==> src/design/cn_lut_pkg.sv <==
package cn_lut_pkg;

   // Message quantization
   localparam int MSG_W = 3;                    // Bits per check/variable message

   // Table geometry
   localparam int ADDR_W = 2 * MSG_W;           // One message per address half
   localparam int LUT_DEPTH = 1 << ADDR_W;      // 64 entries

   // Quantized message
   // Same width on the variable side and the check side
   typedef logic [MSG_W-1:0] msg_t;

   // Table address
   // First message in the upper half, second message in the lower half
   typedef logic [ADDR_W-1:0] lut_addr_t;

endpackage : cn_lut_pkg
==> src/design/cn_lut_top.sv <==
module cn_lut_top #(
   parameter bit WRITE_MIRROR = 1'b1
) (
   input  logic                  write_clk,
   input  logic                  rst_n,

   // Host configuration
   input  logic                  cfg_wr,
   input  logic                  cfg_rd,
   input  logic                  cfg_sym,
   input  cn_lut_pkg::msg_t      cfg_addr_a,
   input  cn_lut_pkg::msg_t      cfg_addr_b,
   input  cn_lut_pkg::msg_t      cfg_data,
   output logic                  cfg_busy,
   output logic                  cfg_rvalid,
   output cn_lut_pkg::msg_t      cfg_rdata,

   // Check node messages
   input  logic                  in_valid,
   input  cn_lut_pkg::msg_t      v0,
   input  cn_lut_pkg::msg_t      v1,
   input  cn_lut_pkg::msg_t      v2,
   output logic                  out_valid,
   output cn_lut_pkg::msg_t      c0,
   output cn_lut_pkg::msg_t      c1,
   output cn_lut_pkg::msg_t      c2
);

   import cn_lut_pkg::*;

   // Configuration to table
   logic      lut_we;
   lut_addr_t lut_waddr;
   lut_addr_t lut_raddr;
   msg_t      lut_wdata;
   msg_t      lut_rdata;                        // Port D back to the host

   // Node update to table
   lut_addr_t addr0;
   lut_addr_t addr1;
   lut_addr_t addr2;
   msg_t      lut_d0;
   msg_t      lut_d1;
   msg_t      lut_d2;

   cn_lut_cfg #(
      .WRITE_MIRROR (WRITE_MIRROR)
   ) i_cn_lut_cfg (
      .write_clk  (write_clk),
      .rst_n      (rst_n),
      .cfg_wr     (cfg_wr),
      .cfg_rd     (cfg_rd),
      .cfg_sym    (cfg_sym),
      .cfg_addr_a (cfg_addr_a),
      .cfg_addr_b (cfg_addr_b),
      .cfg_data   (cfg_data),
      .cfg_busy   (cfg_busy),
      .cfg_rvalid (cfg_rvalid),
      .cfg_rdata  (cfg_rdata),
      .lut_rdata  (lut_rdata),
      .lut_we     (lut_we),
      .lut_waddr  (lut_waddr),
      .lut_raddr  (lut_raddr),
      .lut_wdata  (lut_wdata)
   );

   // Table store
   sym_cn_lut i_sym_cn_lut (
      .lut_data0  (lut_d0),
      .lut_data1  (lut_d1),
      .lut_data2  (lut_d2),
      .lut_data3  (lut_rdata),
      .lut_in     (lut_wdata),
      .write_addr (lut_waddr),
      .read_addr0 (addr0),
      .read_addr1 (addr1),
      .read_addr2 (addr2),
      .read_addr3 (lut_raddr),
      .we         (lut_we),
      .write_clk  (write_clk)
   );

   cn_node_update i_cn_node_update (
      .write_clk (write_clk),
      .rst_n     (rst_n),
      .in_valid  (in_valid),
      .v0        (v0),
      .v1        (v1),
      .v2        (v2),
      .addr0     (addr0),
      .addr1     (addr1),
      .addr2     (addr2),
      .lut_d0    (lut_d0),
      .lut_d1    (lut_d1),
      .lut_d2    (lut_d2),
      .out_valid (out_valid),
      .c0        (c0),
      .c1        (c1),
      .c2        (c2)
   );

endmodule : cn_lut_top

==> src/design/cn_node_update.sv <==
module cn_node_update (
   input  logic                  write_clk,
   input  logic                  rst_n,

   // Incoming variable-to-check messages
   input  logic                  in_valid,
   input  cn_lut_pkg::msg_t      v0,
   input  cn_lut_pkg::msg_t      v1,
   input  cn_lut_pkg::msg_t      v2,

   // Table lookups
   output cn_lut_pkg::lut_addr_t addr0,         // To read port A
   output cn_lut_pkg::lut_addr_t addr1,         // To read port B
   output cn_lut_pkg::lut_addr_t addr2,         // To read port C
   input  cn_lut_pkg::msg_t      lut_d0,
   input  cn_lut_pkg::msg_t      lut_d1,
   input  cn_lut_pkg::msg_t      lut_d2,

   // Extrinsic check-to-variable messages
   output logic                  out_valid,
   output cn_lut_pkg::msg_t      c0,
   output cn_lut_pkg::msg_t      c1,
   output cn_lut_pkg::msg_t      c2
);

   import cn_lut_pkg::*;

   logic vld_q;                                 // Stage 1 valid

   // Stage 1 messages
   msg_t v0_q;
   msg_t v1_q;
   msg_t v2_q;

   // Stage 1 payload
   // Loaded only on an accepted update
   always_ff @(posedge write_clk) begin
      if (in_valid) begin
         v0_q <= v0;
         v1_q <= v1;
         v2_q <= v2;
      end
   end

   // Extrinsic addressing
   // Each edge looks up the pair of the other two messages
   assign addr0 = {v1_q, v2_q};                 // c0 = L(v1,v2)
   assign addr1 = {v0_q, v2_q};                 // c1 = L(v0,v2)
   assign addr2 = {v0_q, v1_q};                 // c2 = L(v0,v1)

   // Stage 2 payload
   // Asynchronous table data captured one edge later
   always_ff @(posedge write_clk) begin
      if (vld_q) begin
         c0 <= lut_d0;
         c1 <= lut_d1;
         c2 <= lut_d2;
      end
   end

   // Valid pipeline
   // A new update may enter every cycle
   always_ff @(posedge write_clk or negedge rst_n) begin
      if (!rst_n) begin
         vld_q     <= 1'b0;
         out_valid <= 1'b0;
      end else begin
         vld_q     <= in_valid;
         out_valid <= vld_q;                       // Two edges after in_valid
      end
   end

endmodule : cn_node_update

==> src/design/cn_lut_cfg.sv <==
module cn_lut_cfg #(
   parameter bit WRITE_MIRROR = 1'b1            // Allow the {b,a} mirror write
) (
   input  logic                  write_clk,
   input  logic                  rst_n,

   // Host side
   input  logic                  cfg_wr,        // Write strobe
   input  logic                  cfg_rd,        // Read-back strobe
   input  logic                  cfg_sym,       // Request a mirrored write
   input  cn_lut_pkg::msg_t      cfg_addr_a,
   input  cn_lut_pkg::msg_t      cfg_addr_b,
   input  cn_lut_pkg::msg_t      cfg_data,
   output logic                  cfg_busy,
   output logic                  cfg_rvalid,
   output cn_lut_pkg::msg_t      cfg_rdata,

   // Table side
   input  cn_lut_pkg::msg_t      lut_rdata,     // Port D data
   output logic                  lut_we,
   output cn_lut_pkg::lut_addr_t lut_waddr,
   output cn_lut_pkg::lut_addr_t lut_raddr,
   output cn_lut_pkg::msg_t      lut_wdata
);

   import cn_lut_pkg::*;

   // Write sequencer states
   typedef enum logic [1:0] {
      ST_IDLE,                                  // Ready for a host strobe
      ST_WR1,                                   // Writing {a,b}
      ST_WR2                                    // Writing {b,a}
   } wr_state_t;

   wr_state_t state;
   logic      mirror_q;                         // Second write pending
   lut_addr_t waddr_q;
   msg_t      wdata_q;
   logic      rd_q;                             // Read-back in the address stage
   lut_addr_t raddr_q;

   // Write sequencer
   always_ff @(posedge write_clk or negedge rst_n) begin
      if (!rst_n) begin
         state    <= ST_IDLE;
         mirror_q <= 1'b0;
      end else begin
         case (state)
            ST_IDLE: begin
               if (cfg_wr) begin
                  state    <= ST_WR1;
                  // No mirror for diagonal entries
                  mirror_q <= WRITE_MIRROR && cfg_sym && (cfg_addr_a != cfg_addr_b);
               end
            end
            ST_WR1: begin
               state <= mirror_q ? ST_WR2 : ST_IDLE;
            end
            default: begin
               state    <= ST_IDLE;                // Mirror write done
               mirror_q <= 1'b0;
            end
         endcase
      end
   end

   // Write address and data
   always_ff @(posedge write_clk) begin
      if (state == ST_IDLE && cfg_wr) begin
         waddr_q <= {cfg_addr_a, cfg_addr_b};
         wdata_q <= cfg_data;                      // Held for both writes
      end else if (state == ST_WR1 && mirror_q) begin
         waddr_q <= {waddr_q[MSG_W-1:0], waddr_q[ADDR_W-1:MSG_W]};   // Swap halves
      end
   end

   assign lut_we    = (state != ST_IDLE);
   assign lut_waddr = waddr_q;
   assign lut_wdata = wdata_q;
   assign cfg_busy  = (state != ST_IDLE);       // One or two cycles per write

   // Read-back pipeline
   // Address stage first, then capture of port D
   always_ff @(posedge write_clk or negedge rst_n) begin
      if (!rst_n) begin
         rd_q       <= 1'b0;
         cfg_rvalid <= 1'b0;
      end else begin
         rd_q       <= cfg_rd;
         cfg_rvalid <= rd_q;                       // Two edges after the strobe
      end
   end

   always_ff @(posedge write_clk) begin
      if (cfg_rd) begin
         raddr_q <= {cfg_addr_a, cfg_addr_b};
      end
      if (rd_q) begin
         cfg_rdata <= lut_rdata;                   // Port D settled on raddr_q
      end
   end

   assign lut_raddr = raddr_q;

endmodule : cn_lut_cfg

==> src/design/sym_cn_lut.sv <==
module sym_cn_lut (
   output cn_lut_pkg::msg_t      lut_data0,     // Read port A data
   output cn_lut_pkg::msg_t      lut_data1,     // Read port B data
   output cn_lut_pkg::msg_t      lut_data2,     // Read port C data
   output cn_lut_pkg::msg_t      lut_data3,     // Shared port D data

   input  cn_lut_pkg::msg_t      lut_in,        // Write data
   input  cn_lut_pkg::lut_addr_t write_addr,    // Write address on port D

   input  cn_lut_pkg::lut_addr_t read_addr0,
   input  cn_lut_pkg::lut_addr_t read_addr1,
   input  cn_lut_pkg::lut_addr_t read_addr2,
   input  cn_lut_pkg::lut_addr_t read_addr3,    // Read-back address on port D

   input  logic                  we,
   input  logic                  write_clk
);

   import cn_lut_pkg::*;

   // Table store
   // Maps onto distributed RAM with one write port and four read ports
   msg_t      lut_mem [LUT_DEPTH];

   lut_addr_t syn_addr;                         // Port D address after the mux

   // Port D shares its address between the write and the read-back
   assign syn_addr = we ? write_addr : read_addr3;

   // Synchronous write through port D
   always_ff @(posedge write_clk) begin
      if (we) begin
         lut_mem[syn_addr] <= lut_in;
      end
   end

   // Node update reads
   // Fully asynchronous and independent of port D
   assign lut_data0 = lut_mem[read_addr0];      // Edge 0 lookup
   assign lut_data1 = lut_mem[read_addr1];      // Edge 1 lookup
   assign lut_data2 = lut_mem[read_addr2];      // Edge 2 lookup

   // Port D read
   // Shows the entry under the write address while we is high
   // Only meaningful to the host while we is low
   assign lut_data3 = lut_mem[syn_addr];

endmodule : sym_cn_lut

==> config.mk <==
export PLATFORM = sky130hd
export DESIGN_NAME = cn_lut_top
export DESIGN_NICKNAME = d
export VERILOG_FILES = /design/src/design/cn_lut_pkg.sv /design/src/design/cn_lut_top.sv /design/src/design/cn_node_update.sv /design/src/design/cn_lut_cfg.sv /design/src/design/sym_cn_lut.sv
export SDC_FILE = /design/constraint.sdc
export NUM_CORES = 1
export LEC_CHECK = 0
export ABC_CLOCK_PERIOD_IN_PS = 2630
export BUFFER_PORTS_ARGS = -buffer_cell sky130_fd_sc_hd__clkbuf_2
export CORE_AREA = 2 2 158 160
export CTS_CLUSTER_DIAMETER = 150
export CTS_CLUSTER_SIZE = 12
export DETAILED_ROUTE_END_ITERATION = 10
export DIE_AREA = 0 0 160 162
export PLACE_DENSITY = 0.76
export SETUP_SLACK_MARGIN = 0.15
export SLEW_MARGIN = 10
export SYNTH_ARGS = -nofsm -noshare
export SYNTH_HDL_FRONTEND = slang
export SYNTH_HIERARCHICAL = 1
export SYNTH_SLANG_ARGS = --single-unit
export TNS_END_PERCENT = 30
==> constraint.sdc <==
create_clock -name write_clk -period 2.63 [get_ports write_clk]
set_clock_uncertainty 0.2 [all_clocks]
set_input_delay 0.6575 -clock write_clk [delete_from_list [all_inputs] [get_ports write_clk]]
set_output_delay 0.6575 -clock write_clk [all_outputs]
set_load 0.01 [all_outputs]
==> metrics.md, run 1 <==
| Metric | Value |
|---|---|
| Status | finished, violations left |
| Violated checks | setup timing |
| Critical path peak fanout | 7 |
| Startpoint Class | flip-flop |
| Die Y | 162 microns |
| Fin Hold WS | 116 ps |
| Via/cell ratio | 7.73 |
| RSZ-0062 raised after global routing | yes |
| First-pass GRT wire length | 65000 microns |
| Switching Share | 27.9% |
| P_int | 7.19 mW |
| Drt wl/cell | 35.0 microns |
| Initial antenna violation count | 1 |
| Row Count | 57 |
| IO Pins | 39 |
| # diodes | 0 |
| P_leak | 5.35 nW |
| Largest net degree at the start of global routing | 65 |
| Sink Count | 235 |
| H-tree Lvls | 1 |
| Req. time, crit path | 2700 ps |
| Post-synth ARST share | 2.98% |
| Syn Area/Cell | 17.1 sq um |
| Yosys warns | 6 |
| Initial core utilization | 56.1% |
| Sum Neg Setup Slack | -133 ps |
| CP endpoint kind | flip-flop |
| Fin cells | 1273 |
| Root buf cell | clkbuf_16 |
| Worst hold path type | in -> reg |
| # port buffers | 38 |
| Min-Delay Endpoint | i_cn_lut_cfg/lut_wdata[2] |
| Seq cells post-synth | 235 |
| Synthesized area | 13500 sq um |
| Worst Setup Path Type | reg -> reg |
| Slew @ Worst Pin | 727 ps |
| Max-cap violations | 0 |
| P_sw | 2.78 mW |
| Design Power | 9.97 mW |
| Final Hold Viols | 0 |
| Number of global-route vias before repair | 9883 |
| Reg power frac | 43.8% |
| Clock share of power | 30.2% |
| Slew margin rel. | 51.6% |
| Period utilization | 101% |
| Register area share after synthesis | 51.9% |
| FMAX | 376 MHz |
| Cts bufs inserted | 23 |
| Pwr/cell area | 597 nW/um^2 |
| Worst hold path cell count | 1 |
| Worst path arrival time | 2730 ps |
| Reg2Reg Depth | 7 |
| Final WL | 44600 microns |
| Ys flop type | edfxtp_1 |
| Share of layout cells above drive strength 1 | 52.4% |
| Drt drc | 0 |
| Reg2reg end | i_cn_node_update/c1[2] |
| Gr usage total | 34.2% |
| Post-synth EDFFs | 228 |
| Area growth syn-to-layout | 23.4% |
| Die area | 25900 sq um |
| Final WS setup | -30.8 ps |
| Final ANT Viol Nets | 0 |
| Core area | 24100 sq um |
| Chip width | 160 microns |
| DRT iter0 DRCs | 1534 |
| GPL Wtd Cong | 1.02 |
| HPWL Detailed | 30200 microns |
| Longest Clk Path Bufs | 3 |
| R2r setup slk | -30 ps |
| CTS tree | done |
| Slew Limit Fails | 0 |
| Worst r2r src | i_cn_node_update/v2_q[0] |
| Synth cell types | 42 |
| Tmin final | 2660 ps |
| Placed cells | 1194 |
| Pre-Repair DR Iteration Count | 6 |
| Worst skew pair latency | 530 ps |
| Worst VDD drop | 0.603 mV |
| Synth Net Count | 817 |
| Mapped Cells | 793 |
| Nets | 958 |
| Reg clk slew, reported paths | 60 ps |
| Setup Viol. Count Final | 8 |
| Hold_sp | cfg_data[2] |
| Vias | 9841 |
| Grt total ovfl | 0 |
| Comb pwr share | 26.0% |
-- cells in the final DEF, fill, tap and decap left out, types with 5 or more instances in the layout --
cell type	synthesis	routed
mux2_2	7	7
mux4_2	175	177
nand2_1	19	18
nor2_2	0	6
buf_6	8	11
nor2_1	59	53
buf_12	0	35
a41oi_2	0	13
a41oi_1	18	5
clkbuf_2	0	37
nor2b_1	23	18
clkbuf_1	28	16
dfrtp_1	7	7
nand4_1	7	7
clkbuf_16	0	27
a22oi_1	117	70
buf_4	12	95
o21ai_2	5	5
buf_16	0	5
a22oi_2	0	47
edfxtp_1	228	228
-- worst max-delay path by stage --
stage | start | end | slack (ps) | depth (start not counted)
global route | i_cn_node_update/v2_q[0] | i_cn_node_update/c1[1] | -80 | 6
global placement | i_cn_lut_cfg/state[0] | i_cn_lut_cfg/cfg_rdata[2] | -130 | 10
CTS | i_cn_node_update/v2_q[0] | i_cn_node_update/c0[0] | -20 | 7
detailed placement | i_cn_lut_cfg/state[0] | i_cn_lut_cfg/cfg_rdata[2] | -180 | 10
floorplan | i_cn_lut_cfg/state[0] | i_cn_lut_cfg/cfg_rdata[0] | 110 | 10
finish | i_cn_node_update/v2_q[0] | i_cn_node_update/c1[2] | -30 | 7
-- synthesized netlist by cell type (2+ instances only) --
library cell	number	area, sq um
o32ai_1	2	17.5
nor4_1	3	18.8
o21ai_2	5	43.8
nor2b_1	23	144
buf_1	7	26.3
and2_1	4	25.0
a22oi_1	117	878
clkbuf_1	28	105
edfxtp_1	228	6850
mux4_1	5	131
nand2_1	19	71.3
nand4bb_1	3	33.8
buf_4	12	90.1
dfrtp_1	7	175
xor2_1	3	26.3
a41oi_1	18	158
nand3_1	4	20.0
buf_6	8	90.1
nand2b_1	5	31.3
nand4_1	7	43.8
buf_2	22	110
inv_1	2	7.51
nor2_1	59	221
or2_2	2	12.5
nand4b_1	3	26.3
mux2_2	7	78.8
mux4_2	175	3940
-- sequential cells by signal, summed over array words and instances (netlist names) --
signal / cells
i_cn_node_update/out_valid: 1
i_cn_lut_cfg/lut_wdata: 3
i_cn_node_update/vld_q: 1
i_cn_lut_cfg/rd_q: 1
i_cn_lut_cfg/cfg_rvalid: 1
i_cn_lut_cfg/lut_waddr: 6
i_cn_node_update/c1: 3
i_sym_cn_lut/lut_mem: 192
i_cn_node_update/c0: 3
i_cn_node_update/v0_q: 3
i_cn_lut_cfg/state: 2
i_cn_node_update/v1_q: 3
i_cn_node_update/c2: 3
i_cn_lut_cfg/mirror_q: 1
i_cn_lut_cfg/lut_raddr: 6
i_cn_node_update/v2_q: 3
i_cn_lut_cfg/cfg_rdata: 3
-- kinds of logic (layout without fill, tap and decap cells) --
kind of cell,Yosys count,count (layout),share of synthesized area [%]
DFF,235,235,51.9
muxes,188,188,30.8
AOI/OAI and AO/OA,149,149,8.61
and+or+nand+nor,138,139,5.27
buffers and inverters,80,235,3.28
xor gates and xnor gates,3,3,0.194
-- timing repair --
action / 4_1_cts / 5_1_grt
hold buffers: 1 / 0
pin swaps: 22 / 27
endpoints found under the setup margin: 31 / 106
gates resized for setup: 67 / 50
gates cloned: 6 / 5
endpoints found under the hold margin: 7 / 0
buffers inserted: 11 / 16
-- critical path: stages (launching register included) --
cell	delay [ps]
edfxtp_1	430
buf_12	190
buf_12	130
buf_16	130
mux4_2	520
mux4_2	570
a22oi_2	150
nand2_1	80
-- power groups by stage --
stage | combinational [mW] | sequential (mW) | clock, mW
final | 2.59 | 4.37 | 3.01
after global routing | 2.68 | 4.37 | 3.17
after CTS | 2.36 | 4.37 | 3.03
after detailed placement | 2.12 | 4.44 | 0
after global placement | 2.08 | 4.44 | 0
after floorplan | 1.24 | 4.46 | 0
-- cell type report --
class | count | area (sq um)
inverters | 2 | 7.51
fillers | 1565 | 7400
well taps | 324 | 405
clock inverters | 1 | 7.51
multi-input cells | 479 | 6570
repair buffers | 193 | 2050
clock buffers | 39 | 636
flip-flops and latches | 235 | 7020
-- stage by stage --
stage / utilization, % / worst slack (ps) / cell area [sq um]
global placement: 62.1 / -126 / 15000
detailed placement: 62.1 / -176 / 15000
finish: 69.3 / -30.8 / 16700
global route: 69.3 / -75.4 / 16700
CTS: 67.4 / -17.4 / 16200
floorplan: - / 106 / 13600
-- routing by layer --
layer  vias to the layer above  routed length [microns]  global-route usage, %
met2                       993                    20400                   53.2
met1                      4875                    14700                   44.1
met4                         2                     2800                   17.3
met3                       210                     6680                   10.9
met5                         -                       18                      0
li1                       3761                        -                      -
Note: power is estimated with default switching activity, not from simulation.
==> run 2: changes to the inputs <==
--- a/config.mk
+++ b/config.mk
@@ -7,12 +7,11 @@
 export LEC_CHECK = 0
 export ABC_CLOCK_PERIOD_IN_PS = 2630
 export BUFFER_PORTS_ARGS = -buffer_cell sky130_fd_sc_hd__clkbuf_2
-export CORE_AREA = 2 2 158 160
+export CORE_AREA = 2 2 187 189
 export CTS_CLUSTER_DIAMETER = 150
 export CTS_CLUSTER_SIZE = 12
 export DETAILED_ROUTE_END_ITERATION = 10
-export DIE_AREA = 0 0 160 162
-export PLACE_DENSITY = 0.76
+export DIE_AREA = 0 0 189 191
 export SETUP_SLACK_MARGIN = 0.15
 export SLEW_MARGIN = 10
 export SYNTH_ARGS = -nofsm -noshare
==> constraint.sdc (replaced) <==
create_clock -name write_clk -period 2.63 [get_ports write_clk]
set_clock_uncertainty 0.2 [all_clocks]
set_input_delay 0.1315 -clock write_clk [delete_from_list [all_inputs] [get_ports write_clk]]
set_output_delay 0.1315 -clock write_clk [all_outputs]
set_load 0.01 [all_outputs]
==> run 2 against run 1 <==
  * The run still ends with setup timing left
  * Die area up 39%
  * Critical endpoint is now i_cn_lut_cfg/cfg_rdata[0]
  * Final area down 1.2%
  * Critical path depth up 2
  * Critical path type unchanged
  * Cell count up 7.9%
  * Register-to-register slack better by 20 ps
  * Combinational power down 9.3%
  * Sequential power about the same
  * Global-route usage down 11 points
  * Via count down 6.8%
==> metrics.md, run 2 (synthesized netlist as in run 1, its figures left out) <==
| Metric | Value |
|---|---|
| Commonest non-fill, non-tap cell in the layout | edfxtp_1 (unchanged) |
| Worst path arrival time | 2840 ps (was 2730 ps) |
| Root buf cell | clkbuf_16 (unchanged) |
| Initial antenna violation count | 0 (was 1) |
| Sum Neg Setup Slack | -8.37 ps (was -133 ps) |
| Top routing layer used | met4 (was met5) |
| Metal3 WL | 4470 microns (was 6680 microns) |
| # port buffers | 38 (unchanged) |
| P_leak | 5.10 nW (was 5.35 nW) |
| P_sw | 2.78 mW (about the same) |
| Period utilization | 100% (was 101%) |
| DRT iter0 DRCs | 1120 (was 1534) |
| RSZ-0062 raised after global routing | yes (unchanged) |
| M1 WL | 16600 microns (was 14700 microns) |
| Reg2Reg Depth | 9 (was 7) |
| Drt wl/cell | 31.0 microns (was 35.0 microns) |
| Area growth syn-to-layout | 22.0% (was 23.4%) |
| Fillers | 2839 (was 1565) |
| Setup Viol. Count Final | 1 (was 8) |
| Placed cells | 1284 (was 1194) |
| # diodes | 0 (unchanged) |
| Chip width | 189 microns (was 160 microns) |
| DP Worst Slack | -265 ps (was -176 ps) |
| Worst skew pair latency | 530 ps (about the same) |
| Min-Delay Endpoint | i_cn_node_update/v1_q[2] (was i_cn_lut_cfg/lut_wdata[2]) |
| Violated checks | setup timing (unchanged) |
| Share of layout cells above drive strength 1 | 49.5% (was 52.4%) |
| Final WS setup | -8.37 ps (was -30.8 ps) |
| GPL Wtd Cong | 0.870 (was 1.02) |
| Vias | 9174 (was 9841) |
| Tmin final | 2640 ps (was 2660 ps) |
| Via/cell ratio | 6.68 (was 7.73) |
| Drt drc | 0 (unchanged) |
| Status | finished, violations left (unchanged) |
| Comb pwr share | 24.0% (was 26.0%) |
| Max-cap violations | 0 (unchanged) |
| Most frequent cells in the layout | 228 x edfxtp_1, 177 x mux4_2, 81 x a22oi_1 (was 228 x edfxtp_1, 177 x mux4_2, 95 x buf_4) |
| Worst hold path cell count | 2 (was 1) |
| Die Y | 191 microns (was 162 microns) |
| Final WL | 42700 microns (was 44600 microns) |
| Sink Count | 235 (unchanged) |
| Register area | 7020 sq um (unchanged) |
| Post-layout util | 48.4% (was 69.3%) |
| HPWL Detailed | 27000 microns (was 30200 microns) |
| CTS tree | done (unchanged) |
| FMAX | 379 MHz (was 376 MHz) |
| Design area | 16500 sq um (was 16700 sq um) |
| Nets | 927 (was 958) |
| H-tree Lvls | 1 (unchanged) |
| Worst r2r src | i_cn_lut_cfg/state[0] (was i_cn_node_update/v2_q[0]) |
| P_int | 7.01 mW (was 7.19 mW) |
| Reg clk slew, reported paths | 60 ps (about the same) |
| Number of flip-flops under the largest register name | 192 (unchanged) |
| DP Area | 14800 sq um (was 15000 sq um) |
| Final ANT Viol Nets | 0 (unchanged) |
| CP endpoint kind | flip-flop (unchanged) |
| Grt total ovfl | 0 (unchanged) |
| Most flop-heavy register | i_sym_cn_lut/lut_mem (unchanged) |
| IO Pins | 39 (unchanged) |
| DR WL met2 | 20300 microns (was 20400 microns) |
| Core area | 34100 sq um (was 24100 sq um) |
| Slew Limit Fails | 0 (unchanged) |
| Slew margin rel. | 48.3% (was 51.6%) |
| Critical path peak fanout | 12 (was 7) |
| Reg power frac | 44.7% (was 43.8%) |
| Row Count | 68 (was 57) |
| Worst hold path type | in -> reg (unchanged) |
| Number of global-route vias before repair | 9287 (was 9883) |
| Die area | 36100 sq um (was 25900 sq um) |
| Largest net degree at the start of global routing | 65 (unchanged) |
| First-pass GRT wire length | 62500 microns (was 65000 microns) |
| Switching Share | 28.4% (was 27.9%) |
| Slew @ Worst Pin | 775 ps (was 727 ps) |
| Startpoint Class | flip-flop (unchanged) |
| Fin cells | 1374 (was 1273) |
| Pre-Repair DR Iteration Count | 6 (unchanged) |
| Cts bufs inserted | 23 (unchanged) |
| Multi-input gate area | 6570 sq um (about the same) |
| Final Hold Viols | 0 (unchanged) |
| Longest Clk Path Bufs | 3 (unchanged) |
| Req. time, crit path | 2830 ps (was 2700 ps) |
| Clock share of power | 31.2% (was 30.2%) |
| Worst VDD drop | 0.494 mV (was 0.603 mV) |
| Initial core utilization | 39.7% (was 56.1%) |
| R2r setup slk | -8 ps (was -30 ps) |
| Hold_sp | v1[2] (was cfg_data[2]) |
| Gr usage total | 23.6% (was 34.2%) |
| Pwr/cell area | 593 nW/um^2 (was 597 nW/um^2) |
| Reg2reg end | i_cn_lut_cfg/cfg_rdata[0] (was i_cn_node_update/c1[2]) |
| Worst Setup Path Type | reg -> reg (unchanged) |
-- run 2: cell types whose count changed in the layout (fill, tap and decap cells not counted), sizes merged --
cell	delta
dlygate4sd3	+23
inv	+1
clkbuf	+2
buf	-55
bufbuf	-1
-- run 2: per-stage QoR --
step | power, mW | hold slack (ps)
2_1_floorplan | 5.70 | -364
3_3_place_gp | 6.44 | -149
3_5_place_dp | 6.45 | -151
4_1_cts | 9.67 | 91.2
5_1_grt | 10.1 | 113
6_report | 9.79 | 110
-- run 2: per-layer routing --
| layer | vias up | GRT usage, % |
|---|---|---|
| met3 | 97 | 5.78 |
| met5 | - | 0 |
| met2 | 643 | 37.0 |
| met1 | 4740 | 32.5 |
| met4 | 0 | 7.63 |
| li1 | 3694 | - |
-- run 2: power groups by stage --
stage	logic [mW]	clock network [mW]	registers, mW
5_1_grt	2.45	3.26	4.39
4_1_cts	2.16	3.14	4.38
6_report	2.35	3.06	4.38
3_3_place_gp	1.99	0	4.45
3_5_place_dp	2.00	0	4.45
2_1_floorplan	1.24	0	4.46
-- run 2: area by class of cell --
type	count	area share [%]
Inverter	2	0.0455
Timing Repair Buffer	162	10.2
Sequential cell	235	42.5
Tap cell	455	3.45
Multi-Input combinational cell	479	39.8
Clock inverter	2	0.0986
Clock buffer	39	3.85
-- run 2: worst max-delay path by stage --
stage,endpoint,start,slack [ps],cells past startpoint
after floorplan,i_cn_lut_cfg/cfg_rdata[0],i_cn_lut_cfg/state[0],110,10
after global placement,i_cn_lut_cfg/cfg_rdata[0],i_cn_lut_cfg/state[0],-260,8
after detailed placement,i_cn_lut_cfg/cfg_rdata[0],i_cn_lut_cfg/state[0],-270,8
after CTS,i_cn_node_update/c0[2],i_cn_node_update/v2_q[0],-10,6
after global routing,i_cn_node_update/c1[2],i_cn_node_update/v2_q[0],-90,7
final,i_cn_lut_cfg/cfg_rdata[0],i_cn_lut_cfg/state[0],-8,9
-- run 2: critical path, stage by stage (launching register included) --
cell and delay (ps):
dfrtp_1 400, or2_4 300, nand2b_4 170, o31ai_4 450, buf_12 170, clkbuf_16 180, a22oi_1 90, a41oi_1 370
nor2_1 80, nand3_1 100
-- run 2: what timing repair did --
action / 4_1_cts / 5_1_grt
resized for setup: 51 / 66
gates cloned: 3 / 5
endpoints found under the hold margin: 53 / 0
hold buffers: 24 / 0
pin swaps: 17 / 27
setup buffers: 4 / 13
setup endpoints to repair: 15 / 107
